==> config.mk <==
export PLATFORM = sky130hd
export DESIGN_NAME = instCache
export DESIGN_NICKNAME = d
export VERILOG_FILES = /design/src/design/memStagePkg.sv /design/src/design/cacheArray.sv /design/src/design/instCache.sv
export SDC_FILE = /design/constraint.sdc
export NUM_CORES = 2
export LEC_CHECK = 0
export BUFFER_PORTS_ARGS = -buffer_cell sky130_fd_sc_hd__buf_2
export CAP_MARGIN = 40
export CORE_ASPECT_RATIO = 0.7
export CORE_MARGIN = 2
export CORE_UTILIZATION = 50
export DETAILED_ROUTE_END_ITERATION = 8
export MAX_ROUTING_LAYER = met4
export PLACE_DENSITY_LB_ADDON = 0.2
export SYNTH_ARGS = -nofsm -noshare
export SYNTH_HDL_FRONTEND = slang
export SYNTH_HIERARCHICAL = 1
export SYNTH_SLANG_ARGS = --single-unit
export TNS_END_PERCENT = 20
==> constraint.sdc <==
create_clock -name CLK -period 4 [get_ports CLK]
set_input_delay 0.4 -clock CLK [delete_from_list [all_inputs] [get_ports CLK]]
set_output_delay 0.4 -clock CLK [all_outputs]
set_load 0.005 [all_outputs]
==> src/design/memStagePkg.sv <==
// memory stage shared types
// words, addresses, access sizes and the two request structs used by
// the pipeline interface and the word bus between caches and arbiter

`default_nettype none

package memStagePkg;

   // ----------------------------------------
   // basic words
   // ----------------------------------------

   // data or instruction word
   typedef logic [31:0] wordT;

   // byte address
   typedef logic [31:0] addrT;

   // width of a load or store
   typedef enum logic [1:0] {
      sizeByte = 2'd0,
      sizeHalf = 2'd1,
      sizeWord = 2'd2
   } accessSizeT;

   // ----------------------------------------
   // request structs
   // ----------------------------------------

   // decoded stage 4 request, inactive when both isLoad and isStore are low
   typedef struct packed {
      logic       isLoad;
      logic       isStore;
      accessSizeT size;
      addrT       addr;
      // value sits in the low bits for byte and half stores
      wordT       storeData;
   } dataReqT;

   // one cache's view of the word bus
   typedef struct packed {
      logic read;
      logic write;
      addrT addr;
      wordT wrData;
   } busReqT;

   // defaults for the top level geometry
   // 4 words per line and 16 sets in each cache
   localparam int defaultOffsetBits = 2;
   localparam int defaultIIndexBits = 4;
   localparam int defaultDIndexBits = 4;

endpackage

`default_nettype wire

==> src/design/cacheArray.sv <==
// cache storage array
// one payload type per instance, written on the clock edge and read
// without a clock, so lookups resolve in the same cycle

`timescale 1ns/1ns
`default_nettype none

module cacheArray #(
   parameter int  indexBits = 4,
   parameter type entryT    = logic
) (
   input  wire                  CLK,
   input  wire                  wrEn,
   input  wire [indexBits-1:0]  wrIndex,
   input  wire entryT           wrEntry,
   input  wire [indexBits-1:0]  rdIndex,
   output entryT                rdEntry
);

   // one entry per set, or per word when the index carries the offset
   entryT entries [2**indexBits];

   always_ff @(posedge CLK) begin
      if (wrEn) begin
         entries[wrIndex] <= wrEntry;
      end
   end

   // asynchronous read port
   assign rdEntry = entries[rdIndex];

endmodule

`default_nettype wire

==> src/design/instCache.sv <==
// direct-mapped instruction cache
// hit lookup against fetchAddr in the same cycle, line refill over the
// shared word bus, and a reset sweep that invalidates every set

`timescale 1ns/1ns
`default_nettype none

module instCache #(
   parameter int indexBits  = 4,
   parameter int offsetBits = 2
) (
   input  wire                     CLK,
   input  wire                     MRST,
   input  wire memStagePkg::addrT  fetchAddr,
   output memStagePkg::wordT       instr,
   output logic                    iStall,
   output memStagePkg::busReqT     busReq,
   input  wire                     grant,
   input  wire                     memValid,
   input  wire memStagePkg::wordT  memRdData
);
   import memStagePkg::*;

   localparam int tagBits = 32 - indexBits - offsetBits - 2;

   typedef struct packed {
      logic               valid;
      logic [tagBits-1:0] tag;
   } tagEntryT;

   typedef enum logic [1:0] {idle, waitMem, refill} stateT;

   stateT                 state;
   logic [offsetBits-1:0] lineOffset;
   logic                  sweeping;
   logic [indexBits-1:0]  sweepIdx;

   logic [tagBits-1:0]    addrTag;
   logic [indexBits-1:0]  addrIdx;
   logic [offsetBits-1:0] addrOff;
   tagEntryT              tagRd;
   tagEntryT              tagWr;
   wordT                  wordRd;
   logic                  hit;
   logic                  wordIn;
   logic                  lastWord;

   // split the fetch address
   assign addrTag = fetchAddr[31 -: tagBits];
   assign addrIdx = fetchAddr[offsetBits+2 +: indexBits];
   assign addrOff = fetchAddr[2 +: offsetBits];

   // ----------------------------------------
   // arrays
   // ----------------------------------------

   // sweep clears entries, refill writes the tag with the last word
   cacheArray #(.indexBits(indexBits), .entryT(tagEntryT)) tagArray (
      .CLK     (CLK),
      .wrEn    (sweeping | (wordIn & lastWord)),
      .wrIndex (sweeping ? sweepIdx : addrIdx),
      .wrEntry (tagWr),
      .rdIndex (addrIdx),
      .rdEntry (tagRd)
   );

   cacheArray #(.indexBits(indexBits + offsetBits), .entryT(wordT)) dataArray (
      .CLK     (CLK),
      .wrEn    (wordIn),
      .wrIndex ({addrIdx, lineOffset}),
      .wrEntry (memRdData),
      .rdIndex ({addrIdx, addrOff}),
      .rdEntry (wordRd)
   );

   always_comb begin
      tagWr.valid = ~sweeping;
      tagWr.tag   = addrTag;
   end

   // ----------------------------------------
   // lookup and bus request
   // ----------------------------------------

   assign hit      = tagRd.valid & (tagRd.tag == addrTag);
   assign iStall   = sweeping | (state != idle) | ~hit;
   assign instr    = iStall ? '0 : wordRd;
   // valid only reaches the bus owner
   assign wordIn   = grant & memValid & (state != idle);
   assign lastWord = (lineOffset == '1);

   // read held at the line base until the last word is in
   always_comb begin
      busReq.read   = (state != idle);
      busReq.write  = 1'b0;
      busReq.addr   = {fetchAddr[31:offsetBits+2], {(offsetBits + 2){1'b0}}};
      busReq.wrData = '0;
   end

   // refill FSM and reset sweep
   always_ff @(posedge CLK) begin
      if (MRST) begin
         state      <= idle;
         lineOffset <= '0;
         sweeping   <= 1'b1;
         sweepIdx   <= '0;
      end else begin
         if (sweeping) begin
            sweepIdx <= sweepIdx + 1'b1;
            if (sweepIdx == '1) begin
               sweeping <= 1'b0;
            end
         end
         case (state)
            idle: begin
               if (!sweeping && !hit) begin
                  state <= waitMem;
               end
            end
            // first word moves on to refill, last word back to idle
            waitMem, refill: begin
               if (wordIn) begin
                  lineOffset <= lineOffset + 1'b1;
                  state      <= lastWord ? idle : refill;
               end
            end
            default: state <= idle;
         endcase
      end
   end

endmodule

`default_nettype wire

==> key figures <==
Status
  – Outcome: complete, but fails checks
  – Failing checks: setup timing

Routing
  – Vias per cell: 6.26
  – DR pass1 iterations: 5
  – DRC errors left: 0
  – DR WL/cell: 32.6 microns
  – Final wirelength: 238000 microns
  – ANT nets after route: 0
  – Initial DRC count: 6620
  – Total number of vias: 45697

Placement
  – Pre-CTS setup slack: -0.254 ns
  – Final GP Congestion: 0.926
  – Hpwl dp: 140000 microns
  – PortBufs: 127
  – Cell count after placement: 6844

Global routing
  – GRT Total Usage: 25.7%
  – M1 GR Usage: 40.0%
  – Vias in the first global route: 44432
  – Largest net degree at the start of global routing: 95
  – Busiest grt layer: met1
  – Met3 Track Usage GR: 5.59%
  – M2 GR Usage: 34.6%
  – First-pass GRT wire length: 336000 microns
  – Grt ovf: 0
  – Initial antenna violation count: 11

STA
  – Slew headroom: 31.9%
  – Fin. max-slew vios: 0
  – Worst Max-Slew Pin Slew: 1.01 ns
  – Clock skew: 0.0305 ns
  – Period utilization: 106%
  – Final setup viols: 33
  – Worst Slack Setup Final: -0.225 ns
  – Final hold viol count: 0
  – Post-layout min period: 4.23 ns
  – Fmax: 0.237 GHz
  – Final Hold Slack: 0.0592 ns
  – RSZ-0062 raised after global routing: true

Yosys
  – Synth top area share: 77.9%
  – Ys flop type: edfxtp_1
  – Post-synth top area cell: edfxtp_1
  – Cells after synthesis: 4117
  – Area contributors post-synth: edfxtp_1, mux4_2, mux2i_1, buf_4, nor2_1
  – Yosys cell types: 47
  – Syn Area/Cell: 22.9 sq um
  – Mapped Area: 94400 sq um
  – Sequential-to-total area share from yosys stat: 78.0%
  – Yosys Warn Count: 6
  – Ys async rst share: 0%
  – Post-synth EDFFs: 2448
  – FF+latch count, synth: 2457

Critical path
  – Worst setup SP type: input pin
  – Worst R2R Setup Slack: 0.42 ns
  – Worst R2R End: dataArray/entries[0][16]$_DFFE_PP_
  – Setup CP Type: input pin to output pin
  – Data arrival, critical path: 3.83 ns
  – Reg2Reg Launch Point: state[0]$_SDFFE_PP0P_
  – CP Max Fanout: 77
  – Crit. End Element: output pin
  – R2R depth: 8
  – CP required: 3.60 ns

Clock tree
  – Clock transition at path regs: 0.06 ns
  – Root Buffer: clkbuf_16
  – CTS tree: done
  – Clk_lat worst skew: 0.86 ns
  – H-Tree Depth: 4
  – Clk buf depth: 3
  – Total CTS buffers: 224
  – Sink Count: 2457

Die
  – Ports: 167
  – Initial core utilization: 50.3%
  – Core box area: 188000 sq um
  – Cell row count: 133
  – Die ar.: 192000 sq um
  – Die W: 523 microns
  – DIE HEIGHT: 368 microns

Power and ir drop
  – Pwr Total: 0.0528 W
  – Peak supply drop: 443 uV
  – Lkg Pwr: 34.6 nW
  – PwrDens: 485 nW/um^2

Cells and area
  – Layout area overhead: 15.3%
  – Util after Layout: 58.0%
  – Share of cells above drive strength 1: 32.9%
  – Final non-filler cell total: 7304
  – Commonest cells after routing, fill and taps aside: edfxtp_1, mux4_2, buf_4, clkbuf_16, buf_2
  – # nets final: 4688
  – Commonest non-fill, non-tap cell in the layout: edfxtp_1

Min path
  – Hold path cells: 1
  – HP Class: input pin to flop
  – HP Start: memRdData[14]
  – Hold EP: dataArray/entries[43][14]$_DFFE_PP_

Job
  – Maxcap violations: 0
[state kept, by name (all words and copies together), names as in the netlist]
signal             flops
tagArray/entries     400
sweeping               1
lineOffset             2
state                  2
dataArray/entries   2048
sweepIdx               4
[routing by layer]
layer,part of all wire [%],vias up
met4,2.5,0
li1,-,18405
met5,0,-
met2,44,2279
met1,43,24712
met3,11,301
[worst max path at each step]
stage                                           start  depth (start not counted)  slack (ns)                                 end
finish                                   fetchAddr[4]                         11       -0.23                           instr[17]
global placement                         fetchAddr[4]                         14       -0.22                           instr[31]
CTS                 tagArray/entries[11][4]$_DFFE_PP_                         12       -0.17                            instr[3]
global route        tagArray/entries[11][6]$_DFFE_PP_                         12       -0.29                            instr[2]
floorplan                       state[0]$_SDFFE_PP0P_                          8       -0.11  dataArray/entries[49][0]$_DFFE_PP_
detailed placement                       fetchAddr[4]                         14       -0.25                           instr[31]
[report_power, final]
part	internal [W]	switching (W)
Combinational	0.00117	0.00187
Clock	0.0120	0.00928
Sequential	0.0284	0.0000277
[critical path: stages]
cell and delay (ns):
buf_8 0.20, buf_12 0.28, buf_12 0.47, mux4_2 0.42, nor2b_1 0.26, a21oi_1 0.07
a311oi_1 0.82, nor3_1 0.31, buf_4 0.23, and2_4 0.13, buf_6 0.11
[final cells by class]
class	instances	area, sq um
Multi-Input combinational cell	1404	20000
Timing Repair Buffer	522	4860
Clock inverter	135	1370
Antenna cell	4	10.0
Tap cell	2497	3120
Clock buffer	279	5880
Sequential cell	2457	73700
Fill cell	13346	78800
Inverter	6	22.5
[Yosys cell counts (all sizes together) (5+ instances only)]
cell type,instances
edfxtp,2448
mux4,644
buf,194
nor2,155
mux2i,95
clkbuf,92
o22ai,85
a21oi,64
a22oi,62
nand2,59
and2,35
o221ai,27
nor2b,17
xnor2,14
xor2,14
nor3,13
nand2b,10
dfxtp,9
nand3,9
a311oi,8
nand3b,7
and3,6
inv,6
nand4,6
or3b,6
ha,5
[logic make-up (layout without fill, tap and decap cells)]
group / after synthesis / after routing / share of synthesized area, %
AOI/OAI and AO/OA: 257 / 257 / 1.82
xor gates and xnor gates: 28 / 28 / 0.260
adders and majority gates: 5 / 5 / 0.0663
buffers and inverters: 292 / 942 / 1.70
DFF: 2457 / 2457 / 78.0
muxes: 743 / 743 / 16.4
other: 1 / 41 / 0.00397
and+or+nand+nor: 334 / 334 / 1.69
[per-stage QoR]
step           setup TNS (ns)  instance area, sq um
6_report                -3.80                109000
5_1_grt                 -8.70                109000
4_1_cts                 -4.66                109000
3_5_place_dp            -7.71                101000
3_3_place_gp            -6.80                101000
2_1_floorplan           -3.47                 94600
[repair_timing]
item                                   CTS  global route
gates cloned                             2             0
resized for setup                       31             7
setup buffers                            2             1
hold buffers                            37             0
setup endpoints to repair               33            33
endpoints found under the hold margin  579             0
pin swaps                               13             2
No activity file was read; power rests on OpenSTA's default activity.
