$ cat config.mk
export PLATFORM = sky130hd
export DESIGN_NAME = dataCache
export DESIGN_NICKNAME = d
export VERILOG_FILES = /design/src/design/memStagePkg.sv /design/src/design/cacheArray.sv /design/src/design/dataCache.sv
export SDC_FILE = /design/constraint.sdc
export NUM_CORES = 2
export LEC_CHECK = 0
export BUFFER_PORTS_ARGS = -buffer_cell sky130_fd_sc_hd__buf_4
export CELL_PAD_IN_SITES_DETAIL_PLACEMENT = 0
export CELL_PAD_IN_SITES_GLOBAL_PLACEMENT = 2
export CORE_MARGIN = 5
export CORE_UTILIZATION = 35
export CTS_BUF_LIST = sky130_fd_sc_hd__clkbuf_4
export CTS_CLUSTER_DIAMETER = 80
export CTS_CLUSTER_SIZE = 10
export DETAILED_ROUTE_END_ITERATION = 8
export GPL_ROUTABILITY_DRIVEN = 1
export PLACE_DENSITY_LB_ADDON = 0.1
export SYNTH_ARGS = -nofsm -noshare
export SYNTH_HDL_FRONTEND = slang
export SYNTH_SLANG_ARGS = --single-unit
$ cat constraint.sdc
create_clock -name CLK -period 7.1 [get_ports CLK]
set_input_delay 1.42 -clock CLK [delete_from_list [all_inputs] [get_ports CLK]]
set_output_delay 1.42 -clock CLK [all_outputs]
set_load 0.01 [all_outputs]
$ cat src/design/memStagePkg.sv
// memory stage shared types
// words, addresses, access sizes and the two request structs used by
// the pipeline interface and the word bus between caches and arbiter

`default_nettype none

package memStagePkg;

   // ----------------------------------------
   // basic words
   // ----------------------------------------

   // data or instruction word
   typedef logic [31:0] wordT;

   // byte address
   typedef logic [31:0] addrT;

   // width of a load or store
   typedef enum logic [1:0] {
      sizeByte = 2'd0,
      sizeHalf = 2'd1,
      sizeWord = 2'd2
   } accessSizeT;

   // ----------------------------------------
   // request structs
   // ----------------------------------------

   // decoded stage 4 request, inactive when both isLoad and isStore are low
   typedef struct packed {
      logic       isLoad;
      logic       isStore;
      accessSizeT size;
      addrT       addr;
      // value sits in the low bits for byte and half stores
      wordT       storeData;
   } dataReqT;

   // one cache's view of the word bus
   typedef struct packed {
      logic read;
      logic write;
      addrT addr;
      wordT wrData;
   } busReqT;

   // defaults for the top level geometry
   // 4 words per line and 16 sets in each cache
   localparam int defaultOffsetBits = 2;
   localparam int defaultIIndexBits = 4;
   localparam int defaultDIndexBits = 4;

endpackage

`default_nettype wire

$ cat src/design/cacheArray.sv
// cache storage array
// one payload type per instance, written on the clock edge and read
// without a clock, so lookups resolve in the same cycle

`timescale 1ns/1ns
`default_nettype none

module cacheArray #(
   parameter int  indexBits = 4,
   parameter type entryT    = logic
) (
   input  wire                  CLK,
   input  wire                  wrEn,
   input  wire [indexBits-1:0]  wrIndex,
   input  wire entryT           wrEntry,
   input  wire [indexBits-1:0]  rdIndex,
   output entryT                rdEntry
);

   // one entry per set, or per word when the index carries the offset
   entryT entries [2**indexBits];

   always_ff @(posedge CLK) begin
      if (wrEn) begin
         entries[wrIndex] <= wrEntry;
      end
   end

   // asynchronous read port
   assign rdEntry = entries[rdIndex];

endmodule

`default_nettype wire

$ cat src/design/dataCache.sv
// direct-mapped write-back data cache
// load hits in the same cycle, store hits merged into the stored word
// one cycle later, dirty victims written out before the line refill

`timescale 1ns/1ns
`default_nettype none

module dataCache #(
   parameter int indexBits  = 4,
   parameter int offsetBits = 2
) (
   input  wire                       CLK,
   input  wire                       MRST,
   input  wire memStagePkg::dataReqT dataReq,
   output memStagePkg::wordT         loadData,
   output logic                      dStall,
   output memStagePkg::busReqT       busReq,
   input  wire                       grant,
   input  wire                       memValid,
   input  wire memStagePkg::wordT    memRdData
);
   import memStagePkg::*;

   localparam int tagBits = 32 - indexBits - offsetBits - 2;

   typedef struct packed {
      logic               valid;
      logic               dirty;
      logic [tagBits-1:0] tag;
   } tagEntryT;

   typedef enum logic [2:0] {idle, storeHit, writeBack, waitMem, refill} stateT;

   stateT                           state;
   logic [offsetBits-1:0]           lineOffset;
   logic                            sweeping;
   logic [indexBits-1:0]            sweepIdx;
   // store held over for the storeHit cycle
   logic [indexBits+offsetBits-1:0] stWordIdx;
   wordT                            stWord;

   logic [tagBits-1:0]              addrTag;
   logic [indexBits-1:0]            addrIdx;
   logic [offsetBits-1:0]           addrOff;
   tagEntryT                        tagRd;
   tagEntryT                        tagWr;
   logic                            tagWe;
   wordT                            wordRd;
   logic                            active;
   logic                            hit;
   logic                            storeHitNow;
   logic                            wordIn;
   logic                            lastWord;
   logic [4:0]                      laneShift;
   wordT                            laneMask;
   wordT                            merged;

   assign addrTag = dataReq.addr[31 -: tagBits];
   assign addrIdx = dataReq.addr[offsetBits+2 +: indexBits];
   assign addrOff = dataReq.addr[2 +: offsetBits];

   // ----------------------------------------
   // arrays
   // ----------------------------------------

   cacheArray #(.indexBits(indexBits), .entryT(tagEntryT)) tagArray (
      .CLK     (CLK),
      .wrEn    (tagWe),
      .wrIndex (sweeping ? sweepIdx : addrIdx),
      .wrEntry (tagWr),
      .rdIndex (addrIdx),
      .rdEntry (tagRd)
   );

   // write-back walks the victim line, everything else reads the request word
   cacheArray #(.indexBits(indexBits + offsetBits), .entryT(wordT)) dataArray (
      .CLK     (CLK),
      .wrEn    ((state == storeHit) | wordIn),
      .wrIndex ((state == storeHit) ? stWordIdx : {addrIdx, lineOffset}),
      .wrEntry ((state == storeHit) ? stWord : memRdData),
      .rdIndex ((state == writeBack) ? {addrIdx, lineOffset} : {addrIdx, addrOff}),
      .rdEntry (wordRd)
   );

   // ----------------------------------------
   // lookup and store merge
   // ----------------------------------------

   assign active      = dataReq.isLoad | dataReq.isStore;
   assign hit         = tagRd.valid & (tagRd.tag == addrTag);
   assign storeHitNow = (state == idle) & ~sweeping & dataReq.isStore & hit;
   assign wordIn      = grant & memValid & ((state == waitMem) | (state == refill));
   assign lastWord    = (lineOffset == '1);
   // storeHit stalls whatever comes next, so the merged word lands first
   assign dStall      = sweeping | (state == storeHit) | (active & (~hit | (state != idle)));
   assign loadData    = dataReq.isLoad ? wordRd : '0;

   // big-endian lanes, byte address 0 is the top byte of the word
   always_comb begin
      case (dataReq.size)
         sizeByte: begin
            laneShift = {~dataReq.addr[1:0], 3'b000};
            laneMask  = 32'h0000_00ff << laneShift;
         end
         sizeHalf: begin
            laneShift = {~dataReq.addr[1], 4'b0000};
            laneMask  = 32'h0000_ffff << laneShift;
         end
         default: begin
            laneShift = 5'd0;
            laneMask  = '1;
         end
      endcase
      merged = (wordRd & ~laneMask) | ((dataReq.storeData << laneShift) & laneMask);
   end

   // tag updates
   // store hit sets dirty from idle, write-back end cleans the victim,
   // refill end installs the new tag
   assign tagWe = sweeping | storeHitNow | (wordIn & lastWord)
                | ((state == writeBack) & grant & lastWord);

   always_comb begin
      tagWr.valid = ~sweeping;
      tagWr.dirty = ~sweeping & (state == idle);
      tagWr.tag   = (state == writeBack) ? tagRd.tag : addrTag;
   end

   // ----------------------------------------
   // bus request
   // ----------------------------------------

   always_comb begin
      busReq.read   = (state == waitMem) | (state == refill);
      busReq.write  = (state == writeBack);
      busReq.wrData = wordRd;
      if (state == writeBack) begin
         busReq.addr = {tagRd.tag, addrIdx, lineOffset, 2'b00};
      end else begin
         busReq.addr = {addrTag, addrIdx, {(offsetBits + 2){1'b0}}};
      end
   end

   // capture the merged store word
   always_ff @(posedge CLK) begin
      if (storeHitNow) begin
         stWordIdx <= {addrIdx, addrOff};
         stWord    <= merged;
      end
   end

   // cache FSM and reset sweep
   always_ff @(posedge CLK) begin
      if (MRST) begin
         state      <= idle;
         lineOffset <= '0;
         sweeping   <= 1'b1;
         sweepIdx   <= '0;
      end else begin
         if (sweeping) begin
            sweepIdx <= sweepIdx + 1'b1;
            if (sweepIdx == '1) begin
               sweeping <= 1'b0;
            end
         end
         case (state)
            idle: begin
               if (!sweeping && active && !hit) begin
                  // dirty victim goes out first, the miss is seen again after
                  state <= (tagRd.valid && tagRd.dirty) ? writeBack : waitMem;
               end else if (storeHitNow) begin
                  state <= storeHit;
               end
            end
            storeHit: state <= idle;
            // one word per granted cycle, memory never pushes back
            writeBack: begin
               if (grant) begin
                  lineOffset <= lineOffset + 1'b1;
                  if (lastWord) begin
                     state <= idle;
                  end
               end
            end
            waitMem, refill: begin
               if (wordIn) begin
                  lineOffset <= lineOffset + 1'b1;
                  state      <= lastWord ? idle : refill;
               end
            end
            default: state <= idle;
         endcase
      end
   end

endmodule

`default_nettype wire

==> results.md <==
* Io pins at 203
* Synth warnings at 0
* Post-synthesis mux area share at 4.21%
* Min-Delay Endpoint: stWordIdx[0]
* Worst Setup End Kind: primary output
* Root buffer selected by CTS: clkbuf_4
* Cell Pwr Density at 230 nW/µm²
* Slew Limit Fails at 0
* Number of synthesized register bits at 2512
* Largest net degree at the start of global routing at 111
* CTS tree: built
* Leakage power total at 37.5 nW
* Tightest hold margin at 0.329 ns
* Initial Util at 35.1%
* Die Y at 547 µm
* Final Skew at 0.141 ns
* Clock Latency Late Sink at 1.35 ns
* Vias in the first global route at 61000
* Crit path max fanout at 43
* Sink Count at 2512
* CP arrival at 5.48 ns
* Register area share after synthesis at 74.7%
* Die area at 299000 µm²
* Placeable Area at 287000 µm²
* Worst Hold Class: in -> reg
* Layout cells sized above 1 at 15.7%
* FF-to-FF setup slack at 2.08 ns
* Gr usage total at 21.4%
* Worst r2r path cells at 7
* Post-synth top area cell: edfxtp_1
* Post-synth top area share at 74.5%
* Fin crit period at 6.90 ns
* Avg Cell Area, Syn at 13.9 µm²
* Drt initial violations at 5401
* Hpwl dp at 198000 µm
* Fmax at 145 MHz
* Multi-input gate area at 23900 µm²
* Largest family of logic cells by synthesized area: simple AND/OR/NAND/NOR gates
* Setup crit start kind: register
* EDFF count, synth at 2502
* Simple-gate area share of the yosys netlist at 13.2%
* Clk buf depth at 4
* Worst slew margin at 20.8%
* Port Buffers at 200
* Ratio of final minimum period to clock period at 97.2%
* Register area at 75300 µm²
* Total CTS buffers at 291
* Synth top area cells: edfxtp_1 74%, nand2_1 6.9%, nand3_1 4.5%
* Initial antenna violation count at 29
* Post-Synth XOR/XNOR Area at 0.261%
* WL per Instance at 28.6 µm
* Final setup fails at 0
* Synth Area in Compound Gates at 5.13%
* HP Start: dataReq[34]
* Area Overhead vs Synth at 11.1%
* Vias per inst at 5.38
* Worst-Margin Slew at 1.18 ns
* Std-Cell Rows at 197
* Total Power at 25.8 mW
* Routed via count at 61700
* Fill cell count at 27200
* Number of routed nets with antenna violations at 0
* # DRC at 0
* Fin. Hold Viols at 0
* Global-route wire length before repair at 466000 µm
* RePlAce Congestion at 0.792
* Synth cell types at 65
* Hold-critical path depth at 1
* H-tree depth at 5
* Reg2reg start: state[2]
* Drt pass-1 iters at 5
* Critical Path RT at 5.68 ns
* Max-Cap Viols at 0
* Post-Synthesis Cells at 7238
* Main synth FF type: edfxtp_1
* VDD IR max at 148 µV
* Reg-to-reg critical path endpoint: dataArray.entries[20][16]
* Clk pin slew, worst setup/hold paths at 0.12 ns
* GRT overflow at 0
* Total wire length at 328000 µm
* Status: finished, final reports clean
* Synth Area in Adders at 0.0248%
* WS Path Type: reg -> out
* Asr flop ratio synth at 0%
* Post-synthesis cell area at 101000 µm²
* Die Wd at 547 µm
* Final Net Count at 7726
* Fin util at 39.0%
-- state kept, by name, summed over array words and instances (netlist names) --
| name | flops |
|---|---|
| dataArray.entries | 2048 |
| lineOffset | 2 |
| stWord | 32 |
| stWordIdx | 6 |
| state | 3 |
| sweepIdx | 4 |
| sweeping | 1 |
| tagArray.entries | 416 |
-- critical path, cell delays in order, from the launching register on --
cell     delay, ns
dfxtp_1       0.55
or3b_4        0.54
a21oi_4       0.36
buf_12        0.26
buf_12        0.28
buf_4         0.29
nand2_1       0.08
nand3_1       0.08
nand3_1       0.07
a41oi_1       0.69
or4_1         0.48
and2_1        0.22
buf_4         0.13
-- per-stage QoR --
stage               instance area [µm²]  TNS (ns)  cells  setup WS, ns
floorplan                        101000         0   7239         0.350
global placement                 109000         0  11100         0.396
detailed placement               109000         0  11100         0.606
CTS                              112000         0  11400        0.0483
global route                     112000   -0.0106  11500      -0.00836
finish                           112000         0  11500         0.197
-- cell usage in the layout, fill, tap and decap left out, types with 42 or more instances in the layout --
cell and instances:
a21oi_1 192, a22oi_1 221, a31oi_1 128, a32oi_1 63, and3_1 65, buf_12 74
buf_4 511, clkbuf_4 315, edfxtp_1 2502, mux2i_1 235, mux4_2 68, nand2_1 1806
nand3_1 911, nor2_1 42, nor2_4 82
-- per-layer routing --
| layer | GRT usage, % | wire length (µm) | vias up |
|---|---|---|---|
| met5 | 0 | 6 | - |
| met4 | 3.61 | 5120 | 2 |
| met3 | 3.51 | 19100 | 347 |
| met2 | 33.7 | 150000 | 1702 |
| met1 | 31.6 | 154000 | 32000 |
| li1 | - | - | 27700 |
-- synth_stat cells (3+ instances only) --
cell / count
o22ai_1: 20
o21ai_0: 36
and3_1: 65
edfxtp_1: 2502
nand3b_1: 7
nor2_1: 123
buf_2: 198
a31oi_1: 132
clkbuf_1: 193
nand2_1: 1842
nand3_1: 911
mux2_2: 32
a21oi_1: 198
inv_1: 16
a22oi_1: 221
o21ba_2: 4
a32oi_1: 64
dfxtp_1: 10
buf_1: 39
o211ai_1: 4
o21ba_1: 4
nand4_1: 5
xor2_1: 14
a41oi_1: 32
mux4_2: 68
nor2b_1: 20
and2_0: 4
or4_4: 24
nand2b_1: 5
or3_1: 3
or4_1: 10
buf_6: 10
and2_1: 36
a221oi_1: 10
xnor2_1: 16
a21o_1: 5
nor4_1: 3
a211oi_1: 14
buf_4: 60
a22o_1: 9
nor3_1: 6
mux2i_1: 235
-- where the power goes --
group	internal [mW]	leakage, nW	total [mW]	switching [mW]
Sequential	16.4	22.6	16.4	0.0160
Clock	2.32	1.61	7.17	4.85
Combinational	0.686	13.3	2.22	1.53
Total	19.4	37.5	25.8	6.40
-- timing repair --
item                       in CTS  in global routing
hold buffers                    0                  0
hold endpoints to repair        0                  0
setup endpoints to repair      59                  1
gates cloned                    1                  0
buffers inserted                9                  0
pin swaps                       2                  0
gates resized for setup        15                  1
-- kinds of logic after synthesis --
family,after synthesis
AND/OR/NAND/NOR,3073
other,1
buffers and inverters,517
XOR/XNOR,30
multiplexers,335
adder cells (fa/ha/maj),2
AO/OA/AOI/OAI,768
flip-flops,2512
-- worst max-delay path by stage --
stage	startpoint	endpoint	slack, ns	cells after the start
2_1_floorplan	dataReq[38]	tagArray.entries[3][0]	0.35	12
3_3_place_gp	dataReq[39]	dStall	0.40	12
3_5_place_dp	dataReq[39]	dStall	0.61	12
4_1_cts	state[1]	loadData[14]	0.05	13
5_1_grt	state[1]	loadData[12]	-0.008	12
6_report	state[1]	loadData[12]	0.20	12
-- final cells by class --
type                            instances  share of cell area, %
Multi-Input combinational cell       4211                   21.3
Clock buffer                          315                   2.11
Inverter                               17                 0.0569
Timing Repair Buffer                  587                   4.78
Sequential cell                      2512                   67.2
Antenna cell                           17                 0.0380
Clock inverter                         25                  0.267
Tap cell                             3781                   4.22
Note: power is estimated with default switching activity, not from simulation.
