File: src/design/memStagePkg.sv
// memory stage shared types
// words, addresses, access sizes and the two request structs used by
// the pipeline interface and the word bus between caches and arbiter

`default_nettype none

package memStagePkg;

   // ----------------------------------------
   // basic words
   // ----------------------------------------

   // data or instruction word
   typedef logic [31:0] wordT;

   // byte address
   typedef logic [31:0] addrT;

   // width of a load or store
   typedef enum logic [1:0] {
      sizeByte = 2'd0,
      sizeHalf = 2'd1,
      sizeWord = 2'd2
   } accessSizeT;

   // ----------------------------------------
   // request structs
   // ----------------------------------------

   // decoded stage 4 request, inactive when both isLoad and isStore are low
   typedef struct packed {
      logic       isLoad;
      logic       isStore;
      accessSizeT size;
      addrT       addr;
      // value sits in the low bits for byte and half stores
      wordT       storeData;
   } dataReqT;

   // one cache's view of the word bus
   typedef struct packed {
      logic read;
      logic write;
      addrT addr;
      wordT wrData;
   } busReqT;

   // defaults for the top level geometry
   // 4 words per line and 16 sets in each cache
   localparam int defaultOffsetBits = 2;
   localparam int defaultIIndexBits = 4;
   localparam int defaultDIndexBits = 4;

endpackage

`default_nettype wire

File: src/design/memBusArbiter.sv
// word bus arbiter for the two caches
// data cache wins ties, ownership holds while the owner keeps read or
// write up; also merges the cache stalls into the pipeline inhibits

`timescale 1ns/1ns
`default_nettype none

module memBusArbiter (
   input  wire                      CLK,
   input  wire                      MRST,
   input  wire memStagePkg::busReqT iBusReq,
   input  wire memStagePkg::busReqT dBusReq,
   input  wire                      iStall,
   input  wire                      dStall,
   output logic                     iGrant,
   output logic                     dGrant,
   output logic                     iMemValid,
   output logic                     dMemValid,
   input  wire                      memValid,
   output logic                     memRead,
   output logic                     memWrite,
   output memStagePkg::addrT        memAddr,
   output memStagePkg::wordT        memWrData,
   output logic                     pipeInhibit,
   output logic                     pcInhibit
);
   import memStagePkg::*;

   typedef enum logic [1:0] {busIdle, busInst, busData} ownerT;

   ownerT  owner;
   busReqT sel;

   // ownership only changes hands through busIdle
   always_ff @(posedge CLK) begin
      if (MRST) begin
         owner <= busIdle;
      end else begin
         case (owner)
            busIdle: begin
               if (dBusReq.read || dBusReq.write) begin
                  owner <= busData;
               end else if (iBusReq.read || iBusReq.write) begin
                  owner <= busInst;
               end
            end
            busInst: if (!(iBusReq.read || iBusReq.write)) owner <= busIdle;
            busData: if (!(dBusReq.read || dBusReq.write)) owner <= busIdle;
            default: owner <= busIdle;
         endcase
      end
   end

   assign iGrant = (owner == busInst);
   assign dGrant = (owner == busData);

   // ----------------------------------------
   // bus mux and valid steering
   // ----------------------------------------

   assign sel       = dGrant ? dBusReq : iBusReq;
   assign memRead   = (iGrant | dGrant) & sel.read;
   assign memWrite  = (iGrant | dGrant) & sel.write;
   assign memAddr   = sel.addr;
   assign memWrData = sel.wrData;
   assign iMemValid = iGrant & memValid;
   assign dMemValid = dGrant & memValid;

   // pipeline inhibits
   assign pipeInhibit = iStall | dStall;

   always_ff @(posedge CLK) begin
      if (MRST) begin
         pcInhibit <= 1'b0;
      end else begin
         pcInhibit <= pipeInhibit;
      end
   end

endmodule

`default_nettype wire

File: config.mk
export PLATFORM = sky130hd
export DESIGN_NAME = memBusArbiter
export DESIGN_NICKNAME = d
export VERILOG_FILES = /design/src/design/memStagePkg.sv /design/src/design/memBusArbiter.sv
export SDC_FILE = /design/constraint.sdc
export NUM_CORES = 1
export LEC_CHECK = 0
export ABC_CLOCK_PERIOD_IN_PS = 3600
export BUFFER_PORTS_ARGS = -buffer_cell sky130_fd_sc_hd__buf_2
export CAP_MARGIN = 20
export CORE_AREA = 4 4 78 80
export DETAILED_ROUTE_END_ITERATION = 10
export DIE_AREA = 0 0 82 84
export PLACE_DENSITY = 0.65
export SYNTH_ARGS = -nofsm -noshare
export SYNTH_HDL_FRONTEND = slang
export SYNTH_SLANG_ARGS = --single-unit
File: constraint.sdc
create_clock -name CLK -period 3.6 [get_ports CLK]
set_input_delay 0.36 -clock CLK [delete_from_list [all_inputs] [get_ports CLK]]
set_output_delay 0.36 -clock CLK [all_outputs]
set_load 0.05 [all_outputs]
==> results.ini, run 1 <==
[timing]
skew_ns = 0.000867
fin_crit_sh_pct = 69.5
holdWs_ns = 0.340
fmax_ghz = 0.400
rsz0062_at_grt = no
slew_viol_final = 0
setup_viol = 0
period_needed_ns = 2.50
hold_viol_final = 0
setup_tns_ns = 0
tightest_slew_ns = 0.995
slew_headroom_pct = 33.7

[clock_tree]
htreeDepth = 1
post-cts-setup-buffers = 0
postCtsHoldBufs = 0
numCtsBuffers = 3
cts.sinks = 3
cts_tree = yes
root_buffer = clkbuf_8
cts_resized = 0
clk_pin_slew_ns = 0.03
insertion_delay_ns = 0.22
cts_max_path_buffers = 2

[floorplan]
die_area_um2 = 6890
core.rowCount = 27
core_area_um2 = 5410
die_w_um = 82
die_h_um = 84
start_util_pct = 20.5
io_pins = 209

[synthesis]
synth-seq-area-share_pct = 5.42
synthCells = 101
synth_ff_type = dfxtp_1
ys_seq_elements = 3
ys_top_cells_by_count = mux2_2 (45), mux2_4 (19), buf_2 (4), buf_6 (4)
yosysWarnings = 0
synthesis.nets = 241
synth_area_leader_cell = mux2_2
synth_top_area_share_pct = 45.8
synthDistinctLibCells = 20
synth_area_leaders = mux2_2 (46%), mux2_4 (26%), dfxtp_1 (5.4%), buf_6 (4.1%), ha_1 (3.4%)
avgSynthCellArea_um2 = 11.0
synth.most_common_cell = mux2_2
synth_edf_count = 0
syn_area_um2 = 1110
synthArstFlopShare_pct = 0

[grt]
antenna_found_initial = 0
track_usage_pct = 12.5
grt_pass1_vias = 1611
grt-ovfl-total = 0
grt_max_degree = 71
grt_pass1_wl_mm = 7.05

[detailed_routing]
wl_met3_um = 767
wl_met2_mm = 2.54
first_iter_violations = 23
maxUsedRoutingLayer = met4
viasPerCell = 4.16
routed_wl_mm = 4.97
routedWlPerCell_um = 13.2
drt_first_pass_iters = 4
drc_errors = 0
wl_met1_mm = 1.64
vias = 1570
ant_nets = 0

[placement]
gp_congestion = 0.830
port_buffers = 208
hpwlAfterDp_mm = 4.42

[finish]
nets = 446
antenna_cells = 0
drive_gt1_share_pct = 91.8
syn_to_final_growth_pct = 101

[critical_path]
cp_data_required_time_ns = 3.24
worstSetupStartpointType = flop
worstSetupPathType = reg2out
critPathArrivalTime_ns = 2.14
cp-end-kind = output pin
cp_max_fo = 70

[outcome]
status = finished, final reports clean

[power_and_ir_drop]
peakVddDrop_v = 0.000505
p_per_area_nw_per_um2 = 648
leakage_nw = 1.25

[worst_hold_path]
hold_path_class = in2reg

[job]
drv_cap = 0

## stage by stage
| step | power [mW] | setup WS [ns] | cells | area, um2 | utilization, % |
|---|---|---|---|---|---|
| global placement | 1.35 | 1.35 | 373 | 2190 | 40.4 |
| floorplan | 1.12 | 1.28 | 101 | 1110 | - |
| finish | 1.44 | 1.10 | 377 | 2230 | 41.3 |
| global route | 1.52 | 0.964 | 377 | 2230 | 41.3 |
| detailed placement | 1.36 | 1.31 | 373 | 2190 | 40.4 |
| CTS | 1.46 | 1.08 | 377 | 2230 | 41.3 |
## cell type report
cell class                 instances  area, um2
tap                               72       90.1
sequential                         3       60.1
clock buffer                       4       45.0
timing repair buffer             208       1040
multi-input combinational         87        983
inverter                           3       11.3
fill                             554       3170
## placed cells by master, fill, tap and decap left out, types with 2 or more instances in the layout
cell type,instances
dfxtp_1,3
and2_1,2
mux2_2,45
nand2_1,2
clkbuf_8,3
nor2b_1,3
mux2i_1,2
buf_2,208
or2_2,2
ha_1,2
mux2_4,19
nor2_1,2
inv_1,3
## cells by family (layout without fill, tap and decap cells)
logic type,after synthesis,count (layout),synth area share (%)
adder cells (fa/ha/maj),3,3,3.39
multiplexers,66,66,73.3
AO/OA/AOI/OAI,6,6,4.52
flip-flops,3,3,5.42
buffers and inverters,11,215,6.89
AND/OR/NAND/NOR,12,12,6.44
## flip-flops by register name, indices dropped and copies added (netlist names)
signal	count
pcInhibit	1
owner	2
## metal layers
layer / track usage (%) / vias up
li1: - / 779
met1: 12.8 / 674
met2: 24.9 / 115
met3: 2.81 / 2
met4: 2.27 / 0
met5: 0 / -
## critical path: stages, from the launching register on
cell and delay (ns):
dfxtp_1 0.32, inv_1 0.12, ha_4 0.82, mux2_2 0.44, buf_2 0.22
## path summary, 6_finish.rpt
path	from	to	slack, ns	cells after the start
min reg2reg	owner[0]	owner[0]	0.58	2
max	owner[0]	memAddr[3]	1.10	4
max reg2reg	owner[0]	owner[1]	1.64	4
min	MRST	owner[0]	0.34	2
## report_power, final
group | internal (mW) | leakage [nW] | switching [mW]
registers | 0.0405 | 0.0249 | 0.00680
clock network | 0.0755 | 0.0228 | 0.0221
logic | 0.427 | 1.20 | 0.873
total | 0.543 | 1.25 | 0.902
Power figures use the tool's default switching activity.
==> run 2: changes to the inputs <==
==> config.mk (replaced) <==
export PLATFORM = sky130hd
export DESIGN_NAME = memBusArbiter
export DESIGN_NICKNAME = d
export VERILOG_FILES = /design/src/design/memStagePkg.sv /design/src/design/memBusArbiter.sv
export SDC_FILE = /design/constraint.sdc
export NUM_CORES = 1
export LEC_CHECK = 0
export ABC_CLOCK_PERIOD_IN_PS = 2290
export BUFFER_PORTS_ARGS = -buffer_cell sky130_fd_sc_hd__buf_2
export CAP_MARGIN = 20
export CORE_AREA = 4 4 80 82
export DETAILED_ROUTE_END_ITERATION = 10
export DIE_AREA = 0 0 84 86
export PLACE_DENSITY = 0.64
export SYNTH_ARGS = -nofsm -noshare
export SYNTH_HDL_FRONTEND = slang
export SYNTH_SLANG_ARGS = --single-unit
==> constraint.sdc (replaced) <==
create_clock -name CLK -period 2.29 [get_ports CLK]
set_input_delay 0.229 -clock CLK [delete_from_list [all_inputs] [get_ports CLK]]
set_output_delay 0.229 -clock CLK [all_outputs]
set_load 0.05 [all_outputs]
==> run 2 against run 1 <==
Effect of this change:
- worst hold slack lost 0.13 ns
- first-iteration DRC count rose by 26%
- final cell count increased by 1.3%
- sequential share of layout area decreased by 0.052 points
- cell area rose by 2.0%
- sequential power increased by 54%
- non-clock buffer count grew 2
- worst setup slack lost 0.92 ns
- sequential cell count unchanged
- highest routed layer unchanged
- register-to-register slack got worse by 1.0 ns
- largest power group unchanged
==> results.ini, run 2 (synthesized netlist as in run 1, its figures left out) <==
[timing]
hold_viol_final = 0  ; unchanged
skew_ns = 0.000951  ; +0.0000839 ns
fmax_ghz = 0.473
setup_tns_ns = 0  ; unchanged
period_needed_ns = 2.12
rsz0062_at_grt = no
slew_headroom_pct = 75.3  ; +42 points
tightest_slew_ns = 0.370  ; -0.625 ns
slew_viol_final = 0  ; unchanged
fin_crit_sh_pct = 92.4
setup_viol = 0  ; unchanged

[clock_tree]
clk_pin_slew_ns = 0.03  ; about the same
numCtsBuffers = 3  ; unchanged
root_buffer = clkbuf_8
post-cts-setup-buffers = 0  ; unchanged
cts_max_path_buffers = 2  ; unchanged
insertion_delay_ns = 0.21  ; about the same
postCtsHoldBufs = 0  ; unchanged
cts_resized = 0  ; unchanged
cts_tree = yes
cts.sinks = 3  ; unchanged
htreeDepth = 1  ; unchanged

[detailed_routing]
drc_errors = 0  ; unchanged
routed_wl_mm = 5.50  ; +11%
routedWlPerCell_um = 14.4  ; +9.3%
vias = 1573  ; +0.19%
ant_nets = 0  ; unchanged
drt_first_pass_iters = 2  ; -2
first_iter_violations = 29  ; +26%
viasPerCell = 4.12  ; -1.1%

[critical_path]
r2r_slack_ns = 0.59  ; -1.05 ns
cp_max_fo = 27  ; -61%
critPathArrivalTime_ns = 1.89  ; -0.25 ns
worstSetupStartpointType = flop
r2r_start = owner[0]
cp-end-kind = output pin
slowest_stage = ha_4
path_cells = inv_1, ha_4, buf_12, mux2_2, buf_2
cp_data_required_time_ns = 2.06  ; -1.18 ns
rr_worst_depth = 5  ; +1
critical-path-max-stage-delay_ns = 0.39  ; -0.43 ns
worstSetupPathType = reg2out
r2r_end = owner[1]

[finish]
drive_gt1_share_pct = 91.9  ; about the same
nets = 448  ; +0.45%
layout.cells.most_common_list = buf_2 (208), mux2_2 (45), mux2_4 (19)
syn_to_final_growth_pct = 105
top_regs = owner x2, pcInhibit x1
regMostFlops = owner
register_area_um2 = 60.1  ; unchanged
final_util_pct = 39.6  ; -1.7 points
multi_input_area_um2 = 983  ; unchanged
antenna_cells = 0  ; unchanged
fill_cells = 587  ; +6.0%
largest_register_ffs = 2  ; unchanged
mostFrequentLayoutCell = buf_2

[floorplan]
core.rowCount = 28  ; +3.7%
die_area_um2 = 7220  ; +4.9%
die_h_um = 86  ; +2.4%
core_area_um2 = 5750  ; +6.3%
start_util_pct = 19.3  ; -1.2 points
io_pins = 209  ; unchanged
die_w_um = 84  ; +2.4%

[worst_hold_path]
hold_path_class = in2reg
min_to = pcInhibit
holdPathStages = 2  ; unchanged
hp-start = MRST

[placement]
gp_congestion = 0.795  ; -4.2%
hpwlAfterDp_mm = 4.99  ; +13%
port_buffers = 208  ; unchanged

[outcome]
status = finished, final reports clean

[grt]
grt_pass1_wl_mm = 7.98  ; +13%
antenna_found_initial = 0  ; unchanged
grt-ovfl-total = 0  ; unchanged
grt_max_degree = 28  ; -61%
grt_pass1_vias = 1679  ; +4.2%
track_usage_pct = 13.5  ; +1.0 points

[power_and_ir_drop]
leakage_nw = 1.27  ; +1.4%
p_per_area_nw_per_um2 = 1030  ; +59%
peakVddDrop_v = 0.000612  ; +21%

[job]
drv_cap = 0  ; unchanged

[run 2: power breakdown]
part,leakage [nW],switching [mW],internal (mW)
Sequential,0.0249,0.00900,0.0637
Clock,0.0228,0.0340,0.119
Combinational,1.22,1.41,0.703
[run 2: critical path, delay by kind of cell, from the launching register on]
family	cells	cell delay [ns]
buffers and inverters	3	0.57
multiplexers	1	0.37
flip-flops	1	0.31
adder cells (fa/ha/maj)	1	0.39
[run 2: area by class of cell]
| class | count | area share, % |
|---|---|---|
| timing repair buffer | 210 | 47.5 |
| multi-input combinational | 87 | 43.2 |
| tap | 75 | 4.13 |
| sequential | 3 | 2.64 |
| clock buffer | 4 | 1.98 |
| inverter | 3 | 0.495 |
[run 2: how the worst max path moves through the flow]
| stage | start | to | slack, ns | cells past startpoint |
|---|---|---|---|---|
| 6_report | owner[0] | memWrData[27] | 0.17 | 5 |
| 3_5_place_dp | owner[0] | memWrData[27] | 0.40 | 5 |
| 2_1_floorplan | owner[0] | memRead | 0.10 | 6 |
| 5_1_grt | owner[0] | memWrData[27] | 0.10 | 5 |
| 3_3_place_gp | owner[0] | memWrData[11] | 0.42 | 5 |
| 4_1_cts | owner[0] | memWrData[27] | 0.17 | 5 |
[run 2: routing by layer]
metal | wire length (um) | GRT usage, % | up-vias
met3 | 734 | 4.61 | 2
met2 | 2800 | 26.8 | 126
met4 | 15 | 1.75 | 0
met5 | 0 | 0 | -
li1 | - | - | 784
met1 | 1950 | 14.1 | 661
[run 2: stage by stage]
stage	instance area, um2	power [mW]	std cells	hold slack, ns	setup slack [ns]
after floorplan	1110	1.76	101	0.301	0.101
after global placement	2230	2.20	378	0.422	0.416
after detailed placement	2230	2.20	378	0.428	0.401
after CTS	2270	2.37	382	0.206	0.165
after global routing	2270	2.44	382	0.217	0.102
final	2270	2.34	382	0.205	0.174
==> run 3: changes to the inputs <==
--- a/config.mk
+++ b/config.mk
@@ -5,13 +5,15 @@
 export SDC_FILE = /design/constraint.sdc
 export NUM_CORES = 1
 export LEC_CHECK = 0
+export ABC_AREA = 1
 export ABC_CLOCK_PERIOD_IN_PS = 2290
 export BUFFER_PORTS_ARGS = -buffer_cell sky130_fd_sc_hd__buf_2
 export CAP_MARGIN = 20
-export CORE_AREA = 4 4 80 82
+export CORE_AREA = 4 4 78 80
 export DETAILED_ROUTE_END_ITERATION = 10
-export DIE_AREA = 0 0 84 86
-export PLACE_DENSITY = 0.64
+export DIE_AREA = 0 0 82 84
+export PLACE_DENSITY = 0.67
+export SETUP_SLACK_MARGIN = 0.02
 export SYNTH_ARGS = -nofsm -noshare
 export SYNTH_HDL_FRONTEND = slang
 export SYNTH_SLANG_ARGS = --single-unit
==> run 3 against run 2 <==
Effect of this change:
- worst hold slack is essentially flat
- cell area is 4.1% lower
- combinational power grew 32%
- sequential cell count unchanged
- first-iteration DRC count grew to 2.7 times the previous value
- die area is 4.7% lower
- synthesized cell count is 140% higher
- via count increased by 30%
- sequential share of layout area is 0.11 points higher
- clock power barely moved
- core utilization is 0.78 points higher
- critical endpoint is now memRead
==> results.ini, run 3 <==
[outcome]
status = finished, final reports clean

[synthesis]
synth_area_leaders = nand2_1 (69%), buf_6 (7.3%), dfxtp_1 (5.6%), ha_1 (3.5%), inv_1 (3.5%)
synthArstFlopShare_pct = 0  ; unchanged
ys_seq_elements = 3  ; unchanged
synth_compound_gate_area_share_pct = 4.17  ; -0.35 points
synth_edf_count = 0  ; unchanged
synth_top_area_share_pct = 68.8  ; +23 points
synthXorXnorAreaFrac_pct = 0  ; unchanged
synth_ff_type = dfxtp_1
synth_top_family_by_area = simple AND/OR/NAND/NOR gates
synthDistinctLibCells = 14  ; -30%
synth-seq-area-share_pct = 5.56  ; +0.14 points
synthAdderAreaFrac_pct = 3.48  ; +0.086 points
synthesis.nets = 385  ; +60%
yosysWarnings = 0  ; unchanged
ys_top_cells_by_count = nand2_1 (198), inv_1 (10), buf_6 (7)
synthSimpleGateAreaFrac_pct = 71.5  ; +65 points
synth_area_leader_cell = nand2_1
synthMuxAreaShare_pct = 0  ; -73 points
avgSynthCellArea_um2 = 4.41  ; -60%
synth.most_common_cell = nand2_1
synthCells = 245  ; +140%
syn_area_um2 = 1080  ; -2.5%

[timing]
setup_viol = 0  ; unchanged
setup_tns_ns = 0  ; unchanged
hold_viol_final = 0  ; unchanged
fin_ws_ns = 0.398  ; +0.225 ns
slew_viol_final = 0  ; unchanged
fmax_ghz = 0.529  ; +12%
fin_crit_sh_pct = 82.6  ; -9.8 points
period_needed_ns = 1.89  ; -0.225 ns
skew_ns = 0.00233  ; +0.00138 ns
slew_headroom_pct = 81.2  ; +5.8 points
rsz0062_at_grt = no
tightest_slew_ns = 0.283  ; -0.0877 ns

[finish]
final_util_pct = 40.4  ; +0.78 points
mostFrequentLayoutCell = buf_2
antenna_cells = 0  ; unchanged
largest_register_ffs = 2  ; unchanged
drive_gt1_share_pct = 48.9  ; -43 points
nets = 585  ; +31%
regMostFlops = owner
top_regs = owner x2, pcInhibit x1
syn_to_final_growth_pct = 102
layout.cells.most_common_list = buf_2 (208), nand2_1 (198), inv_1 (10)

[grt]
grt-ovfl-total = 0  ; unchanged
grt_max_degree = 72  ; +160%
antenna_found_initial = 0  ; unchanged
grt_pass1_vias = 1780  ; +6.0%
grt_pass1_wl_mm = 7.69  ; -3.7%
track_usage_pct = 13.4  ; -0.11 points

[placement]
gp_congestion = 0.806  ; +1.4%
hpwlAfterDp_mm = 4.43  ; -11%
dp_slack_ns = 0.601  ; +0.200 ns
port_buffers = 208  ; unchanged

[power_and_ir_drop]
p_per_area_nw_per_um2 = 1380  ; +34%
p_sw_mw = 2.22  ; +53%
p_sw_share_pct = 73.6  ; +12 points
pwr-share-clk_pct = 5.2  ; -1.3 points
power_frac_comb_pct = 92.4  ; +2.0 points
leakage_nw = 1.56  ; +23%
peakVddDrop_v = 0.000623  ; +1.8%
seqPwrFrac_pct = 2.5  ; -0.6 points
p_int_mw = 0.795  ; -10%

[clock_tree]
post-cts-setup-buffers = 0  ; unchanged
cts_max_path_buffers = 2  ; unchanged
clk_pin_slew_ns = 0.03  ; about the same
numCtsBuffers = 3  ; unchanged
cts_tree = yes
postCtsHoldBufs = 0  ; unchanged
root_buffer = clkbuf_8
htreeDepth = 1  ; unchanged
insertion_delay_ns = 0.22  ; about the same
cts.sinks = 3  ; unchanged
cts_resized = 0  ; unchanged

[floorplan]
start_util_pct = 20.0  ; +0.70 points
die_w_um = 82  ; -2.4%
die_area_um2 = 6890  ; -4.7%
core.rowCount = 27  ; -3.6%
core_area_um2 = 5410  ; -5.9%
die_h_um = 84  ; -2.3%
io_pins = 209  ; unchanged

[detailed_routing]
drt_first_pass_iters = 4  ; +2
routedWlPerCell_um = 10.5  ; -27%
routed_wl_mm = 5.40  ; -1.9%
ant_nets = 0  ; unchanged
viasPerCell = 3.95  ; -4.0%
drc_errors = 0  ; unchanged
first_iter_violations = 79  ; +170%
vias = 2040  ; +30%

[critical_path]
slowest_stage = dfxtp_1
critical-path-max-stage-delay_ns = 0.30  ; -0.09 ns
critPathArrivalTime_ns = 1.66  ; -0.23 ns
rr_worst_depth = 7  ; +2
cp-end-kind = output pin
cp_data_required_time_ns = 2.06  ; about the same
worstSetupStartpointType = flop
cp_max_fo = 71  ; +160%
path_cells = inv_1, ha_2, buf_12, o21ai_0, a21oi_2, buf_2
worstSetupPathType = reg2out

[worst_hold_path]
hold_path_class = in2reg
holdPathStages = 2  ; unchanged

[job]
drv_cap = 0  ; unchanged

## run 3: cell count changes after synthesis, sizes merged, moves of 2 or more
cell / before / now
o21ai: 2 / 4
a21oi: 1 / 5
or2: 2 / 0
nor2b: 3 / 0
mux2: 64 / 0
nand3: 0 / 3
mux2i: 2 / 0
nand2: 2 / 198
and2: 2 / 0
inv: 3 / 11
buf: 8 / 15
## run 3: per-layer routing
layer  global-route usage (%)  vias up  wire, um
met1                     14.1      814      1970
met3                     1.94        2       606
met4                     2.72        0         8
li1                         -     1122         -
met2                     26.8      102      2810
met5                        0        -         0
## run 3: final timing paths
kind,startpoint,endpoint,slack (ns)
worst max register to register,owner[0],owner[1],0.84
worst min-delay path,MRST,pcInhibit,0.20
worst max-delay path,owner[0],memRead,0.40
worst min register to register,owner[1],owner[1],0.48
## run 3: cell type report
type | count | area, um2
clock buffer | 4 | 45.0
fill | 580 | 3220
inverter | 11 | 41.3
multi-input combinational | 216 | 865
sequential | 3 | 60.1
tap | 72 | 90.1
timing repair buffer | 210 | 1080
## run 3: worst max-delay path: cells and delay by family (launching register included)
kind	cells	cell delay, ns
buffers and inverters	3	0.64
AOI/OAI and AO/OA	2	0.27
adders and majority gates	1	0.22
DFF	1	0.30
## run 3: power groups by stage
stage          Clock [mW]  Sequential [mW]  Combinational [mW]
2_1_floorplan           0           0.0777                2.25
3_5_place_dp            0           0.0749                2.80
3_3_place_gp            0           0.0743                2.78
5_1_grt             0.168           0.0763                2.96
4_1_cts             0.160           0.0748                2.80
6_report            0.156           0.0742                2.78
## run 3: cell families (layout without fill, tap and decap cells)
family | count (synthesis) | after routing
adders and majority gates | 3 | 3
AOI/OAI and AO/OA | 9 | 9
and+or+nand+nor | 204 | 204
buffers and inverters | 26 | 225
DFF | 3 | 3
## run 3: stage by stage
step | hold slack, ns | instances | area, um2 | power [mW]
3_3_place_gp | 0.422 | 512 | 2140 | 2.85
2_1_floorplan | 0.298 | 245 | 1090 | 2.32
3_5_place_dp | 0.428 | 512 | 2140 | 2.87
4_1_cts | 0.201 | 516 | 2180 | 3.04
6_report | 0.205 | 516 | 2180 | 3.01
5_1_grt | 0.212 | 516 | 2180 | 3.20
